**src/verilog/alu_pkg.sv**
```systemverilog
/*
 * shared widths, opcode encoding and flag bit positions for the 8-bit ALU
 * opcode values keep the original 5-bit numbering, including the codes that are rejected
 * flags are active high, so a set bit means the condition holds
 */
package alu_pkg;

    // operand and result width
    localparam int WORD_W = 8;
    localparam int OP_W = 5;
    localparam int FLAG_W = 7;

    // bit positions inside the flags vector
    localparam int FLAG_C = 0;
    localparam int FLAG_Z = 1;
    localparam int FLAG_N = 2;
    localparam int FLAG_O = 3;
    localparam int FLAG_GT = 4;
    localparam int FLAG_LT = 5;
    localparam int FLAG_EQ = 6;

    typedef logic [WORD_W-1:0] alu_word_t;

    // every code is listed so that the rejected ones can still be named
    typedef enum logic [OP_W-1:0] {
        op_zero        = 5'd0,
        op_pass_a      = 5'd1,
        op_pass_b      = 5'd2,
        op_neg_a       = 5'd3,
        op_neg_b       = 5'd4,
        op_inc_a       = 5'd5,
        op_inc_b       = 5'd6,
        op_dec_a       = 5'd7,
        op_dec_b       = 5'd8,
        op_add         = 5'd9,
        op_sub_ab      = 5'd10,
        op_sub_ba      = 5'd11,
        op_sub_signmag = 5'd12,
        op_add_c       = 5'd13,
        op_sub_ab_c    = 5'd14,
        op_sub_ba_c    = 5'd15,
        op_mul_lo      = 5'd16,
        op_mul_hi      = 5'd17,
        op_div         = 5'd18,
        op_mod         = 5'd19,
        op_lsl         = 5'd20,
        op_lsr         = 5'd21,
        op_asr         = 5'd22,
        op_rcl         = 5'd23,
        op_rcr         = 5'd24,
        op_and         = 5'd25,
        op_or          = 5'd26,
        op_xor         = 5'd27,
        op_not_a       = 5'd28,
        op_not_b       = 5'd29,
        op_bcd_add     = 5'd30,
        op_bcd_sub     = 5'd31
    } alu_op_e;

    // left operand of the adder, the right one is picked inside the adder from the opcode
    typedef enum logic [1:0] {
        adder_left_a,
        adder_left_b,
        adder_left_zero
    } adder_ctl_t;

    // which compute unit supplies the result, none marks a rejected opcode
    typedef enum logic [1:0] {
        unit_adder,
        unit_logic_shift,
        unit_none
    } unit_sel_e;

endpackage
```
**src/verilog/alu_top.sv**
```systemverilog
`timescale 1ns/1ps
/*
 * 8-bit ALU behind a four-phase req/ack handshake
 * ack rises two edges after req is first sampled high, flags are active high
 * codes for multiply, divide, modulo, BCD and signed-magnitude subtract set op_err
 */
module alu_top (
    input  logic                       clk,
    input  logic                       rst_n,
    input  logic                       req,
    input  alu_pkg::alu_op_e           op,
    input  alu_pkg::alu_word_t         a,
    input  alu_pkg::alu_word_t         b,
    input  logic                       carry_in,
    output logic                       ack,
    output alu_pkg::alu_word_t         result,
    output logic [alu_pkg::FLAG_W-1:0] flags,
    output logic                       op_err
);
    import alu_pkg::*;

    alu_op_e    cap_op;
    alu_word_t  cap_a;
    alu_word_t  cap_b;
    logic       cap_carry;
    adder_ctl_t adder_left;
    logic       adder_invert_right;
    logic       adder_carry_term;
    unit_sel_e  unit_sel;
    logic       start;

    alu_word_t  add_result;
    logic       add_carry;
    logic       add_overflow;
    alu_word_t  ls_result;
    logic       ls_carry;
    logic       ls_overflow;

    // handshake front end and opcode decode
    alu_operand_capture capture_i (
        .clk                (clk),
        .rst_n              (rst_n),
        .req                (req),
        .ack                (ack),
        .op                 (op),
        .a                  (a),
        .b                  (b),
        .carry_in           (carry_in),
        .cap_op             (cap_op),
        .cap_a              (cap_a),
        .cap_b              (cap_b),
        .cap_carry          (cap_carry),
        .adder_left         (adder_left),
        .adder_invert_right (adder_invert_right),
        .adder_carry_term   (adder_carry_term),
        .unit_sel           (unit_sel),
        .start              (start)
    );

    alu_adder_unit adder_i (
        .cap_a              (cap_a),
        .cap_b              (cap_b),
        .cap_op             (cap_op),
        .adder_left         (adder_left),
        .adder_invert_right (adder_invert_right),
        .adder_carry_term   (adder_carry_term),
        .add_result         (add_result),
        .add_carry          (add_carry),
        .add_overflow       (add_overflow)
    );

    alu_logic_shift_unit logic_shift_i (
        .cap_a       (cap_a),
        .cap_b       (cap_b),
        .cap_op      (cap_op),
        .cap_carry   (cap_carry),
        .ls_result   (ls_result),
        .ls_carry    (ls_carry),
        .ls_overflow (ls_overflow)
    );

    // both units run every time, the result stage keeps the one that unit_sel names
    alu_result_stage result_i (
        .clk          (clk),
        .rst_n        (rst_n),
        .req          (req),
        .start        (start),
        .unit_sel     (unit_sel),
        .cap_a        (cap_a),
        .cap_b        (cap_b),
        .add_result   (add_result),
        .add_carry    (add_carry),
        .add_overflow (add_overflow),
        .ls_result    (ls_result),
        .ls_carry     (ls_carry),
        .ls_overflow  (ls_overflow),
        .result       (result),
        .flags        (flags),
        .op_err       (op_err),
        .ack          (ack)
    );

endmodule

```
**src/verilog/alu_result_stage.sv**
```systemverilog
`timescale 1ns/1ps
/*
 * output side, registers the selected unit result and the flags on start and raises ack
 * outputs hold steady while ack is high, ack drops one edge after req is seen low
 * the compare flags are unsigned and come from the operands, not from the result
 */
module alu_result_stage (
    input  logic                       clk,
    input  logic                       rst_n,
    input  logic                       req,
    input  logic                       start,
    input  alu_pkg::unit_sel_e         unit_sel,
    input  alu_pkg::alu_word_t         cap_a,
    input  alu_pkg::alu_word_t         cap_b,
    input  alu_pkg::alu_word_t         add_result,
    input  logic                       add_carry,
    input  logic                       add_overflow,
    input  alu_pkg::alu_word_t         ls_result,
    input  logic                       ls_carry,
    input  logic                       ls_overflow,
    output alu_pkg::alu_word_t         result,
    output logic [alu_pkg::FLAG_W-1:0] flags,
    output logic                       op_err,
    output logic                       ack
);
    import alu_pkg::*;

    alu_word_t         sel_result;
    logic              sel_carry;
    logic              sel_overflow;
    logic [FLAG_W-1:0] next_flags;

    // a rejected opcode leaves the zero defaults in place
    always_comb begin
        sel_result = '0;
        sel_carry = 1'b0;
        sel_overflow = 1'b0;
        case (unit_sel)
            unit_adder: begin
                sel_result = add_result;
                sel_carry = add_carry;
                sel_overflow = add_overflow;
            end
            unit_logic_shift: begin
                sel_result = ls_result;
                sel_carry = ls_carry;
                sel_overflow = ls_overflow;
            end
            default: sel_result = '0;
        endcase
    end

    always_comb begin
        next_flags = '0;
        if (unit_sel != unit_none) begin
            next_flags[FLAG_C] = sel_carry;
            next_flags[FLAG_Z] = (sel_result == '0);
            next_flags[FLAG_N] = sel_result[WORD_W-1];
            next_flags[FLAG_O] = sel_overflow;
            next_flags[FLAG_GT] = (cap_a > cap_b);
            next_flags[FLAG_LT] = (cap_a < cap_b);
            next_flags[FLAG_EQ] = (cap_a == cap_b);
        end
    end

    always_ff @(posedge clk) begin
        if (!rst_n) begin
            result <= '0;
            flags <= '0;
            op_err <= 1'b0;
            ack <= 1'b0;
        end else if (start) begin
            result <= sel_result;
            flags <= next_flags;
            op_err <= (unit_sel == unit_none);
            ack <= 1'b1;
        end else if (!req) begin
            // requester has seen ack and let go, so close the handshake
            ack <= 1'b0;
        end
    end

endmodule

```
**src/verilog/alu_logic_shift_unit.sv**
```systemverilog
`timescale 1ns/1ps
/*
 * combinational bitwise, shift and rotate-through-carry unit
 * the shift count is the full value of b, shifts of nine or more clear the word
 * rotates act on the nine bits {carry_in, a}, so a count of nine is a full turn
 */
module alu_logic_shift_unit (
    input  alu_pkg::alu_word_t cap_a,
    input  alu_pkg::alu_word_t cap_b,
    input  alu_pkg::alu_op_e   cap_op,
    input  logic               cap_carry,
    output alu_pkg::alu_word_t ls_result,
    output logic               ls_carry,
    output logic               ls_overflow
);
    import alu_pkg::*;

    logic [WORD_W:0]        lsl_v;
    logic [WORD_W:0]        lsr_v;
    logic signed [WORD_W:0] asr_v;
    logic [WORD_W:0]        rot_in;
    logic [2*WORD_W+1:0]    rcl_v;
    logic [2*WORD_W+1:0]    rcr_v;
    logic [3:0]             rot_amt;

    // left shift keeps the last bit out in the ninth position
    assign lsl_v = {1'b0, cap_a} << cap_b;

    // right shifts keep the last bit out below bit zero
    assign lsr_v = {cap_a, 1'b0} >> cap_b;
    assign asr_v = $signed({cap_a, 1'b0}) >>> cap_b;

    // rotating a doubled copy turns the wrap into a plain shift
    assign rot_in = {cap_carry, cap_a};
    assign rot_amt = 4'(cap_b % 8'd9);
    assign rcl_v = {rot_in, rot_in} << rot_amt;
    assign rcr_v = {rot_in, rot_in} >> rot_amt;

    always_comb begin
        ls_result = '0;
        ls_carry = 1'b0;
        case (cap_op)
            op_and:   ls_result = cap_a & cap_b;
            op_or:    ls_result = cap_a | cap_b;
            op_xor:   ls_result = cap_a ^ cap_b;
            op_not_a: ls_result = ~cap_a;
            op_not_b: ls_result = ~cap_b;
            op_lsl: begin
                ls_result = lsl_v[WORD_W-1:0];
                ls_carry = lsl_v[WORD_W];
            end
            op_lsr: begin
                ls_result = lsr_v[WORD_W:1];
                ls_carry = lsr_v[0];
            end
            op_asr: begin
                ls_result = asr_v[WORD_W:1];
                ls_carry = asr_v[0];
            end
            // the upper copy after a left shift holds the rotated value
            op_rcl: {ls_carry, ls_result} = rcl_v[2*WORD_W+1:WORD_W+1];
            // the lower copy after a right shift holds the rotated value
            op_rcr: {ls_carry, ls_result} = rcr_v[WORD_W:0];
            default: begin
                ls_result = '0;
                ls_carry = 1'b0;
            end
        endcase
    end

    // for these operations overflow only reports a change of the top bit against a
    assign ls_overflow = ls_result[WORD_W-1] ^ cap_a[WORD_W-1];

endmodule

```
**src/verilog/alu_adder_unit.sv**
```systemverilog
`timescale 1ns/1ps
/*
 * combinational 9-bit adder/subtractor on the captured operands
 * the carry out of a subtraction is the borrow, negate always reports carry zero
 */
module alu_adder_unit (
    input  alu_pkg::alu_word_t  cap_a,
    input  alu_pkg::alu_word_t  cap_b,
    input  alu_pkg::alu_op_e    cap_op,
    input  alu_pkg::adder_ctl_t adder_left,
    input  logic                adder_invert_right,
    input  logic                adder_carry_term,
    output alu_pkg::alu_word_t  add_result,
    output logic                add_carry,
    output logic                add_overflow
);
    import alu_pkg::*;

    alu_word_t     left;
    alu_word_t     right;
    alu_word_t     right_eff;
    logic [WORD_W:0] sum;
    logic          is_negate;
    logic          add_ov;
    logic          sub_ov;

    always_comb begin
        case (adder_left)
            adder_left_a: left = cap_a;
            adder_left_b: left = cap_b;
            default:      left = '0;
        endcase
    end

    // the right operand is the value being subtracted or added
    // for B-A the roles swap, and decrement subtracts a constant one
    always_comb begin
        case (cap_op)
            op_neg_a, op_sub_ba, op_sub_ba_c:                  right = cap_a;
            op_neg_b, op_add, op_sub_ab, op_add_c, op_sub_ab_c: right = cap_b;
            op_dec_a, op_dec_b:                                right = WORD_W'(1);
            default:                                           right = '0;
        endcase
    end

    assign right_eff = adder_invert_right ? ~right : right;
    assign sum = {1'b0, left} + {1'b0, right_eff} + (WORD_W + 1)'(adder_carry_term);
    assign add_result = sum[WORD_W-1:0];

    // zero minus the operand is the only case with a zero left side and an inverted right
    assign is_negate = (adder_left == adder_left_zero) && adder_invert_right;

    // a raw carry out of a plus ~b plus one means no borrow, so flip it for subtraction
    assign add_carry = is_negate ? 1'b0 : (sum[WORD_W] ^ adder_invert_right);

    // same signs in, other sign out
    assign add_ov = ~(left[WORD_W-1] ^ right[WORD_W-1]) &
                    (left[WORD_W-1] ^ add_result[WORD_W-1]);

    // differing signs in, result sign not that of the left operand
    assign sub_ov = (left[WORD_W-1] ^ right[WORD_W-1]) &
                    (left[WORD_W-1] ^ add_result[WORD_W-1]);

    // only 0x80 cannot be negated in eight bits
    always_comb begin
        if (is_negate)
            add_overflow = (right == {1'b1, {(WORD_W-1){1'b0}}});
        else if (adder_invert_right)
            add_overflow = sub_ov;
        else
            add_overflow = add_ov;
    end

endmodule

```
**src/verilog/alu_operand_capture.sv**
```systemverilog
`timescale 1ns/1ps
/*
 * input side of the four-phase req/ack handshake, one operation in flight at a time
 * inputs must be stable while req is high, they are sampled on the edge that sees req
 * a new req is taken only after req and ack have both been low for a cycle
 */
module alu_operand_capture (
    input  logic                clk,
    input  logic                rst_n,
    input  logic                req,
    input  logic                ack,
    input  alu_pkg::alu_op_e    op,
    input  alu_pkg::alu_word_t  a,
    input  alu_pkg::alu_word_t  b,
    input  logic                carry_in,
    output alu_pkg::alu_op_e    cap_op,
    output alu_pkg::alu_word_t  cap_a,
    output alu_pkg::alu_word_t  cap_b,
    output logic                cap_carry,
    output alu_pkg::adder_ctl_t adder_left,
    output logic                adder_invert_right,
    output logic                adder_carry_term,
    output alu_pkg::unit_sel_e  unit_sel,
    output logic                start
);
    import alu_pkg::*;

    typedef enum logic [1:0] {
        st_idle,
        st_decode,
        st_fire,
        st_busy
    } cap_state_e;

    cap_state_e state;

    // decode of the captured opcode, loaded into the output registers in st_decode
    adder_ctl_t dec_left;
    logic       dec_invert;
    logic       dec_carry;
    unit_sel_e  dec_unit;

    // idle, then decode, then one cycle of start, then wait for the handshake to close
    always_ff @(posedge clk) begin
        if (!rst_n) begin
            state <= st_idle;
        end else begin
            case (state)
                st_idle:   if (req) state <= st_decode;
                st_decode: state <= st_fire;
                st_fire:   state <= st_busy;
                st_busy:   if (!req && !ack) state <= st_idle;
                default:   state <= st_idle;
            endcase
        end
    end

    always_ff @(posedge clk) begin
        if (state == st_idle && req) begin
            cap_op <= op;
            cap_a <= a;
            cap_b <= b;
            cap_carry <= carry_in;
        end
    end

    // subtraction is a plus ~right plus one, so a borrow in turns the carry term into ~carry
    always_comb begin
        dec_left = adder_left_a;
        dec_invert = 1'b0;
        dec_carry = 1'b0;
        dec_unit = unit_adder;
        case (cap_op)
            op_zero:     dec_left = adder_left_zero;
            op_pass_a:   dec_left = adder_left_a;
            op_pass_b:   dec_left = adder_left_b;
            op_neg_a, op_neg_b: begin
                dec_left = adder_left_zero;
                dec_invert = 1'b1;
                dec_carry = 1'b1;
            end
            op_inc_a:    dec_carry = 1'b1;
            op_inc_b: begin
                dec_left = adder_left_b;
                dec_carry = 1'b1;
            end
            op_dec_a, op_sub_ab: begin
                dec_invert = 1'b1;
                dec_carry = 1'b1;
            end
            op_dec_b, op_sub_ba: begin
                dec_left = adder_left_b;
                dec_invert = 1'b1;
                dec_carry = 1'b1;
            end
            op_add:      dec_left = adder_left_a;
            op_add_c:    dec_carry = cap_carry;
            op_sub_ab_c: begin
                dec_invert = 1'b1;
                dec_carry = ~cap_carry;
            end
            op_sub_ba_c: begin
                dec_left = adder_left_b;
                dec_invert = 1'b1;
                dec_carry = ~cap_carry;
            end
            op_lsl, op_lsr, op_asr, op_rcl, op_rcr,
            op_and, op_or, op_xor, op_not_a, op_not_b: dec_unit = unit_logic_shift;
            default:     dec_unit = unit_none;
        endcase
    end

    always_ff @(posedge clk) begin
        if (state == st_decode) begin
            adder_left <= dec_left;
            adder_invert_right <= dec_invert;
            adder_carry_term <= dec_carry;
            unit_sel <= dec_unit;
        end
    end

    assign start = (state == st_fire);

endmodule

```
**config.mk**
```make
export PLATFORM = sky130hd
export DESIGN_NAME = alu_top
export DESIGN_NICKNAME = d
export VERILOG_FILES = /design/src/verilog/alu_pkg.sv /design/src/verilog/alu_top.sv /design/src/verilog/alu_result_stage.sv /design/src/verilog/alu_logic_shift_unit.sv /design/src/verilog/alu_adder_unit.sv /design/src/verilog/alu_operand_capture.sv
export SDC_FILE = /design/constraint.sdc
export NUM_CORES = 1
export LEC_CHECK = 0
export ABC_AREA = 1
export BUFFER_PORTS_ARGS = -buffer_cell sky130_fd_sc_hd__buf_2
export CORE_MARGIN = 2
export CORE_UTILIZATION = 45
export DETAILED_ROUTE_END_ITERATION = 10
export GPL_TIMING_DRIVEN = 0
export SYNTH_ARGS = -nofsm -noshare
export SYNTH_HDL_FRONTEND = slang
export SYNTH_SLANG_ARGS = --single-unit
export TNS_END_PERCENT = 30
```
**constraint.sdc**
```tcl
create_clock -name clk -period 14.9 [get_ports clk]
set_clock_uncertainty 0.2 [all_clocks]
set_input_delay 1.49 -clock clk [delete_from_list [all_inputs] [get_ports clk]]
set_output_delay 1.49 -clock clk [all_outputs]
set_load 0.01 [all_outputs]
```
; ---- Word level (Yosys, flattened, before mapping)
; Index checks and enable logic that the tools add are counted.
[word_totals]
regBits = 47
latch_bits = 0
ramBits = 0
mem_bits_ro = 0
input_bits = 25
out_inout_bits = 17
mem_count = 0
[classes]
n_addsub = 2
n_mul = 0
div = 1
n_lt_le_gt_ge = 2
n_eq_ne = 37
shifts = 5
n_mux = 21
n_bitwise = 14
n_reduce_logical = 21
[op_table]
columns = op, n
row1 = $pmux 8 s10, 1
row2 = $eq 5x5->1 const B, 10
row3 = $eq 5x4->1 const B, 7
row4 = $pmux 8 s2, 2
row5 = $not 8->8, 3
row6 = $pmux 8 s3, 1
row7 = $eq 5x3->1 const B, 4
row8 = $shl 18x4->18, 1
row9 = $shr 18x4->9, 1
row10 = $reduce_or 8->1, 2
row11 = $reduce_or 15->1, 1
row12 = $eq 5x2->1 const B, 2
row13 = $reduce_or 10->1, 1
row14 = $reduce_or 5->1, 2
row15 = $add 8x8->9, 1
row16 = $add 9x1->9, 1
row17 = $shl 8x8->9, 1
row18 = $shr 9x8->9, 1
row19 = $sshr 9x8->9, 1
row20 = $and 8x8->8, 1
row21 = $eq 2x2->1 const B, 4
row22 = $eq 8x8->1, 1
row23 = $eq 8x8->1 const B, 1
row24 = $gt 8x8->1, 1
row25 = 28 further kinds, 52

; ---- Logic depth before layout (Yosys ltp)
; Gate-level depths: netlist of the first run.
[logic_depth]
depth_word = 13
mapped_depth = 48
ltp_nobuf = 48

; ---- Hierarchy
; From an unflattened synthesis of the first run, not the netlist that was laid out.
[hier_totals]
hier_cells = 966
hier_area_um2 = 6092.1
[modules_own_cells]
columns = mod, instances, cells_per_inst, area_per_inst_um2, seq_area_each_um2
row1 = alu_logic_shift_unit, 1, 561, 2934.1, 0.0
row2 = alu_operand_capture, 1, 94, 1219.9, 880.8
row3 = alu_result_stage, 1, 155, 1026.0, 340.3
row4 = alu_adder_unit, 1, 156, 912.1, 0.0

; ---- Worst setup path after synthesis of the first run
; Ideal clock, no wire load.
[synth_path]
path_type = reg-to-reg
from = register capture_i.cap_b[5]
to = register result_i.flags[1] in the netlist's numbering
setup_time_ns = 0.128
arrival_time_ns = 4.835
required_ns = 14.572
slack_ns = 9.737
stages_incl_launch_ff = 46
path_buffers = 1
cell_sequence = edfxtp_1 > inv_1 > ha_1 > inv_1 > nand2_2 > nand2_1 > nand2_1 > nand2_2 > nand3_4 > nand2_4 > nand2_2 > nand2_1 > nand2_1 > inv_2 > a21oi_4 > nand2_2 > nand2_1 > nand2_1 > [10 not listed] > nand3_1 > nand2_4 > nand2_8 > o21ai_4 > buf_6 > nand3_1 > nand2_1 > nand2_1 > nand3_1 > nand3_1 > nand2_1 > nand2_1 > nand3_1 > nor2_1 > nand2_1 > nor2_1 > nor2_1 > nor2_1
[synth_via]
elab_chain_len = 8
[synth_lines]
columns = element, line
row1 = "start, declared", alu_operand_capture.sv:18  ; output alu_pkg::alu_word_t cap_b,
row2 = "start signal, assigned", alu_operand_capture.sv:62  ; cap_b <= b;
row3 = "parallel branches: the longest is 5 deep, another holds $mod 8x4->8", n/a
row4 = $pmux 8 s2 *, alu_result_stage.sv:38  ; case (unit_sel)
row5 = $logic_not 8->1 *, alu_result_stage.sv:57  ; next_flags[FLAG_Z] = (sel_result == '0);
row6 = $mux 7 *, alu_result_stage.sv:55  ; if (unit_sel != unit_none) begin
row7 = "end signal, assigned", alu_result_stage.sv:74  ; flags <= next_flags;
row8 = "end, declared", alu_result_stage.sv:22  ; output logic [alu_pkg::FLAG_W-1:0] flags,
; Mark *: on every way between the ends.
; A chain may end at the register's enable or synchronous reset.

; ---- Worst setup path in the final report of the first run
; Ends and elaborated chain as after synthesis.

==> results of run 1 <==
-- area by class of cell --
cell class                      instances  area [sq um]
Fill cell                            1392          6520
Multi-Input combinational cell        762          4250
Sequential cell                        47          1220
Inverter                              113           429
Tap cell                              176           220
Timing Repair Buffer                   41           205
Clock buffer                            6           150
Buffer                                 25           129
Clock inverter                          2          16.3
-- tightest hold or removal path, delay by kind of cell (launching register included) --
kind,cells,cell delay [ns]
AND/OR/NAND/NOR,1,0.06
flip-flops,1,0.31
AO/OA/AOI/OAI,1,0.05
-- cells by family (layout without fill, tap and decap cells) --
logic type      Yosys count  count (layout)  share of synthesized area, %
compound gates          172             172                          17.8
buf+inv                 138             187                          9.26
xor+xnor                 16              16                          2.89
flops                    47              47                          20.3
simple gates            530             530                          40.4
fa+ha+maj                44              44                          9.39
-- worst paths after layout --
check,endpoint,slack [ns],cells past startpoint,startpoint
worst max-delay path,result_i.flags[1],8.68,45,capture_i.cap_b[5]
worst min-delay path,result_i.result[7],0.26,2,result_i.result[7]
worst max register to register,result_i.flags[1],8.68,45,capture_i.cap_b[5]
worst min register to register,result_i.result[7],0.26,2,result_i.result[7]
-- state kept, by name (all words and copies together) (netlist names) --
signal / flops
capture_i.cap_b: 8
capture_i.cap_a: 8
result_i.op_err: 1
capture_i.cap_carry: 1
capture_i.adder_invert_right: 1
capture_i.adder_left: 2
result_i.result: 8
capture_i.state: 2
capture_i.adder_carry_term: 1
capture_i.cap_op: 5
capture_i.unit_sel: 2
result_i.ack: 1
result_i.flags: 7
-- synthesized netlist by cell type, types with 6 or more instances --
cell type and number:
nand2_1 226, nand3_1 137, nor2_1 101, inv_1 98, o21ai_0 54, a21oi_1 43, ha_1 42, edfxtp_1 28
o22ai_1 24, dfxtp_1 19, nor3_1 16, clkbuf_1 12, xor2_1 12, nand2_2 11, inv_2 8, nand4_1 8
buf_2 7, nand2_4 7, o211ai_1 7, a211oi_1 6, nand3_2 6
-- routing by layer --
metal	share of wire, %	vias to the layer above	track usage (%)
li1	-	3316	-
met1	46	3013	36.9
met2	43	312	40.8
met3	7.0	63	3.47
met4	4.2	0	11.8
met5	0	-	0
-- stage by stage --
step / setup slack [ns] / cells / utilization [%]
6_report: 8.68 / 1172 / 50.4
5_1_grt: 8.08 / 1172 / 50.4
4_1_cts: 8.69 / 1172 / 50.4
3_5_place_dp: 8.71 / 1164 / 49.1
3_3_place_gp: 8.67 / 1164 / 49.1
2_1_floorplan: 9.74 / 947 / -
==> out/qor.csv, run 1 <==
stage,metric,value,unit
place,hpwl,15000,um
worst_setup_path,cp.arrival,6.19,ns
cts,cts.clk_slew.worst_paths,0.07,ns
cts,cts_buffer_depth,2,
place,portBuffers,41,
synthesis,syn_inst,947,
detailed_routing,vias,6704,
synthesis,synth-async-reset-ratio,0,%
worst_setup_path,path_max_fanout,10,
cells_and_area,syn2layout_area_growth,9.90,%
cells_and_area,diodes,0,
sta,setup_viol,0,
floorplan,die_area,14300,sq um
detailed_routing,initialDrtViolationCount,768,
sta,fin_setup_tns,0,ns
cts,numClockSinks,47,
grt,grt_pass1_wl,30400,um
cts,post_cts_buffers,0,
worst_setup_path,crit_path_max_incr_delay,0.46,ns
worst_setup_path,crit_type,register to register,
grt,grt.total_usage,26.4,%
run_status,status,"finished, final reports clean",
cells_and_area,layout_commonest_cell,nand2_1,
cts,cts_hold_buf,0,
detailed_routing,ant_nets,0,
detailed_routing,drc,0,
grt,grt_pass1_vias,6024,
synthesis,synth.largest_area_cell,nand2_1,
detailed_routing,drt_wl_total,19100,um
place,dpl_cell_area,6450,sq um
worst_hold_path,hold_path_class,register to register,
sta,period_share,41.7,%
synthesis,ys_seq_area_share,20.3,%
synthesis,synth.distinct_cells,58,
cts,clk_latency,0.30,ns
run,maxCapViolCount,0,
grt,antenna_found_initial,0,
cts,postCtsResizedCells,0,
worst_setup_path,critPathTopFamily,simple AND/OR/NAND/NOR gates,
floorplan,io_pins,42,
sta,max_freq,0.161,GHz
synthesis,synth_top_flop_cell,edfxtp_1,
sta,min_period,6.22,ns
floorplan,start_util,45.9,%
sta,hold_violations,0,
detailed_routing,wl_per_cell,16.3,um
floorplan,core_region_area,13100,sq um
detailed_routing,first_pass_iters,5,
cells_and_area,fin_nets,1064,
synthesis,synthesis.nets,1016,
floorplan,rows,42,
synthesis,syn-mean-instance-area,6.36,sq um
synthesis,yosys.area.top_type_share,14.1,%
sta,finalMaxSlewViolations,0,
floorplan,dieHeight,120,um
sta,relSlewSlack,36.5,%
synthesis,synth.area.top_cells,"nand2_1 (14%), edfxtp_1 (14%), nand3_1 (11%)",
cells_and_area,layout_common_cells,"nand2_1 (226), nand3_1 (137), nor2_1 (101)",
place,place_congestion,1.01,
sta,rsz0062_at_grt,false,
floorplan,die_x,120,um
synthesis,synth_edf_count,28,
worst_setup_path,critPathRequiredTime,14.87,ns
detailed_routing,vias_per_cell,5.72,
worst_setup_path,end_kind,register,
cts,cts_tree,done,
sta,worst_pin_slew,0.952,ns
worst_setup_path,crit_slowest_cell,edfxtp_1,
grt,grt_max_degree,23,
synthesis,ys_ff_latch,47,
cells_and_area,fin_area,6620,sq um
sta,fin_hold_ws,0.264,ns
cts,cts_made_buffers,5,
cells_and_area,drive_gt1_share,11.3,%
worst_setup_path,cp-start-kind,register,
cts,htreeDepth,2,
grt,overflow,0,
synthesis,ys_warn_count,0,
cts,root_buffer,clkbuf_16,
worst_setup_path,crit_top_cell,nand2_1,
worst_setup_path,path_buf_inv,8,
synthesis,synth_area,6030,sq um
Power of run 1 is left out: the tool's default activity adds up to more than one toggle a clock period on the data nets, which glitch-free logic cannot reach.
==> inputs of run 2 (changes only) <==
clock period = 5.6 ns   (was 14.9 ns; I/O delays follow)
==> out/qor.csv, run 2 (synthesized netlist as in run 1, its figures left out) <==
stage,metric,value,unit
cts,htreeDepth,2,
run_status,status,"finished, final reports clean",
worst_hold_path,hold_path_class,input pin to register,
worst_setup_path,critPathRequiredTime,5.57,ns
worst_setup_path,cp.arrival,5.49,ns
floorplan,die_x,120,um
worst_setup_path,cp-start-kind,register,
detailed_routing,vias,6866,
place,place_congestion,1.01,
cells_and_area,diodes,0,
floorplan,io_pins,42,
sta,relSlewSlack,31.7,%
worst_setup_path,end_kind,register,
cts,numClockSinks,47,
cts,cts.clk_slew.worst_paths,0.07,ns
cts,cts_buffer_depth,2,
worst_setup_path,path_max_fanout,8,
floorplan,core_region_area,13100,sq um
grt,antenna_found_initial,0,
cts,root_buffer,clkbuf_16,
cells_and_area,fin_nets,1091,
sta,fin_setup_tns,0,ns
grt,gr-usage-met2,41.1,%
sta,setup_viol,0,
floorplan,start_util,45.9,%
cells_and_area,layout_commonest_cell,nand2_1,
place,dpl_cell_area,6450,sq um
sta,finalMaxSlewViolations,0,
floorplan,dieHeight,120,um
worst_setup_path,crit_type,register to register,
worst_setup_path,crit_top_cell,nand2_4,
worst_setup_path,crit_slowest_cell,edfxtp_1,
detailed_routing,initialDrtViolationCount,700,
floorplan,rows,42,
sta,max_freq,0.181,GHz
grt,grt_pass1_wl,30600,um
detailed_routing,drt_wl_total,19900,um
sta,setup_slack,0.0846,ns
sta,worst_pin_slew,0.999,ns
sta,hold_violations,0,
grt,grt_max_degree,23,
run,maxCapViolCount,0,
detailed_routing,vias_per_cell,5.73,
sta,rsz0062_at_grt,true,
detailed_routing,ant_nets,0,
cts,clk_latency,0.30,ns
grt,overflow,0,
cts,cts_tree,done,
detailed_routing,drc,0,
detailed_routing,first_pass_iters,6,
grt,grt-busiest-layer,met2,
cells_and_area,drive_gt1_share,18.2,%
cells_and_area,fin_area,7220,sq um
sta,min_period,5.52,ns
cells_and_area,fin_util,54.9,%
sta,period_share,98.5,%
grt,grt.total_usage,26.6,%
place,post-place-ws,-0.591,ns
grt,grtUsageMet1,37.1,%
cells_and_area,nFillCells,1351,
cells_and_area,layout_common_cells,"nand2_1 (213), nand3_1 (114), nor2_1 (99)",
cts,cts_made_buffers,5,
detailed_routing,wl_per_cell,16.6,um
cells_and_area,reg.largest.list,"capture_i.cap_a: 8 flops, capture_i.cap_b: 8 flops, result_i.result: 8 flops",
worst_setup_path,crit_path_max_incr_delay,0.55,ns
cells_and_area,seqCellArea,1220,sq um
grt,grt_util_met3,3.52,%
cells_and_area,syn2layout_area_growth,19.8,%
place,portBuffers,41,
grt,grt_pass1_vias,6060,
floorplan,die_area,14300,sq um
cells_and_area,multi_input_area,4590,sq um
place,hpwl,15000,um
cts,cts_hold_buf,0,
run 2: worst paths after layout:
check                          start                   to  slack (ns)  depth (start not counted)
hold reg to reg    result_i.flags[0]    result_i.flags[0]        0.26                          2
setup / recovery  capture_i.cap_b[6]    result_i.flags[1]        0.08                         42
setup reg to reg  capture_i.cap_b[6]    result_i.flags[1]        0.08                         42
hold / removal                 op[3]  capture_i.cap_op[3]        0.23                          1
run 2: through the flow:
step | std cells | hold WS, ns
CTS | 1181 | 0.227
floorplan | 947 | 0.285
detailed placement | 1164 | 0.255
global route | 1199 | 0.222
global placement | 1164 | 0.254
finish | 1199 | 0.234
run 2: final cells by class:
cell class | instances | share of cell area [%]
multi-input cells | 762 | 63.6
flip-flops and latches | 47 | 16.9
inverters | 113 | 6.15
repair buffers | 68 | 5.93
well taps | 176 | 3.05
clock buffers | 6 | 2.08
plain buffers | 25 | 2.05
clock inverters | 2 | 0.225
run 2: metal layers:
| metal | vias up | part of all wire, % |
|---|---|---|
| met4 | 0 | 3.8 |
| met3 | 59 | 7.3 |
| li1 | 3388 | - |
| met5 | - | 0 |
| met1 | 3126 | 44 |
| met2 | 293 | 45 |
run 2: what timing repair did:
action                                 CTS  global route
setup endpoints to repair               12            12
setup buffers                            9            18
pin swaps                                6            34
endpoints found under the hold margin    0             0
gates resized for setup                 18            68
run 2: critical path, delay by kind of cell (launching register included):
family	cells	cell delay (ns)
buffers and inverters	6	0.69
AND/OR/NAND/NOR	31	2.93
XOR/XNOR	1	0.16
AO/OA/AOI/OAI	2	0.46
flip-flops	1	0.55
adder cells (fa/ha/maj)	2	0.38
Power of run 2 is left out for the same reason.
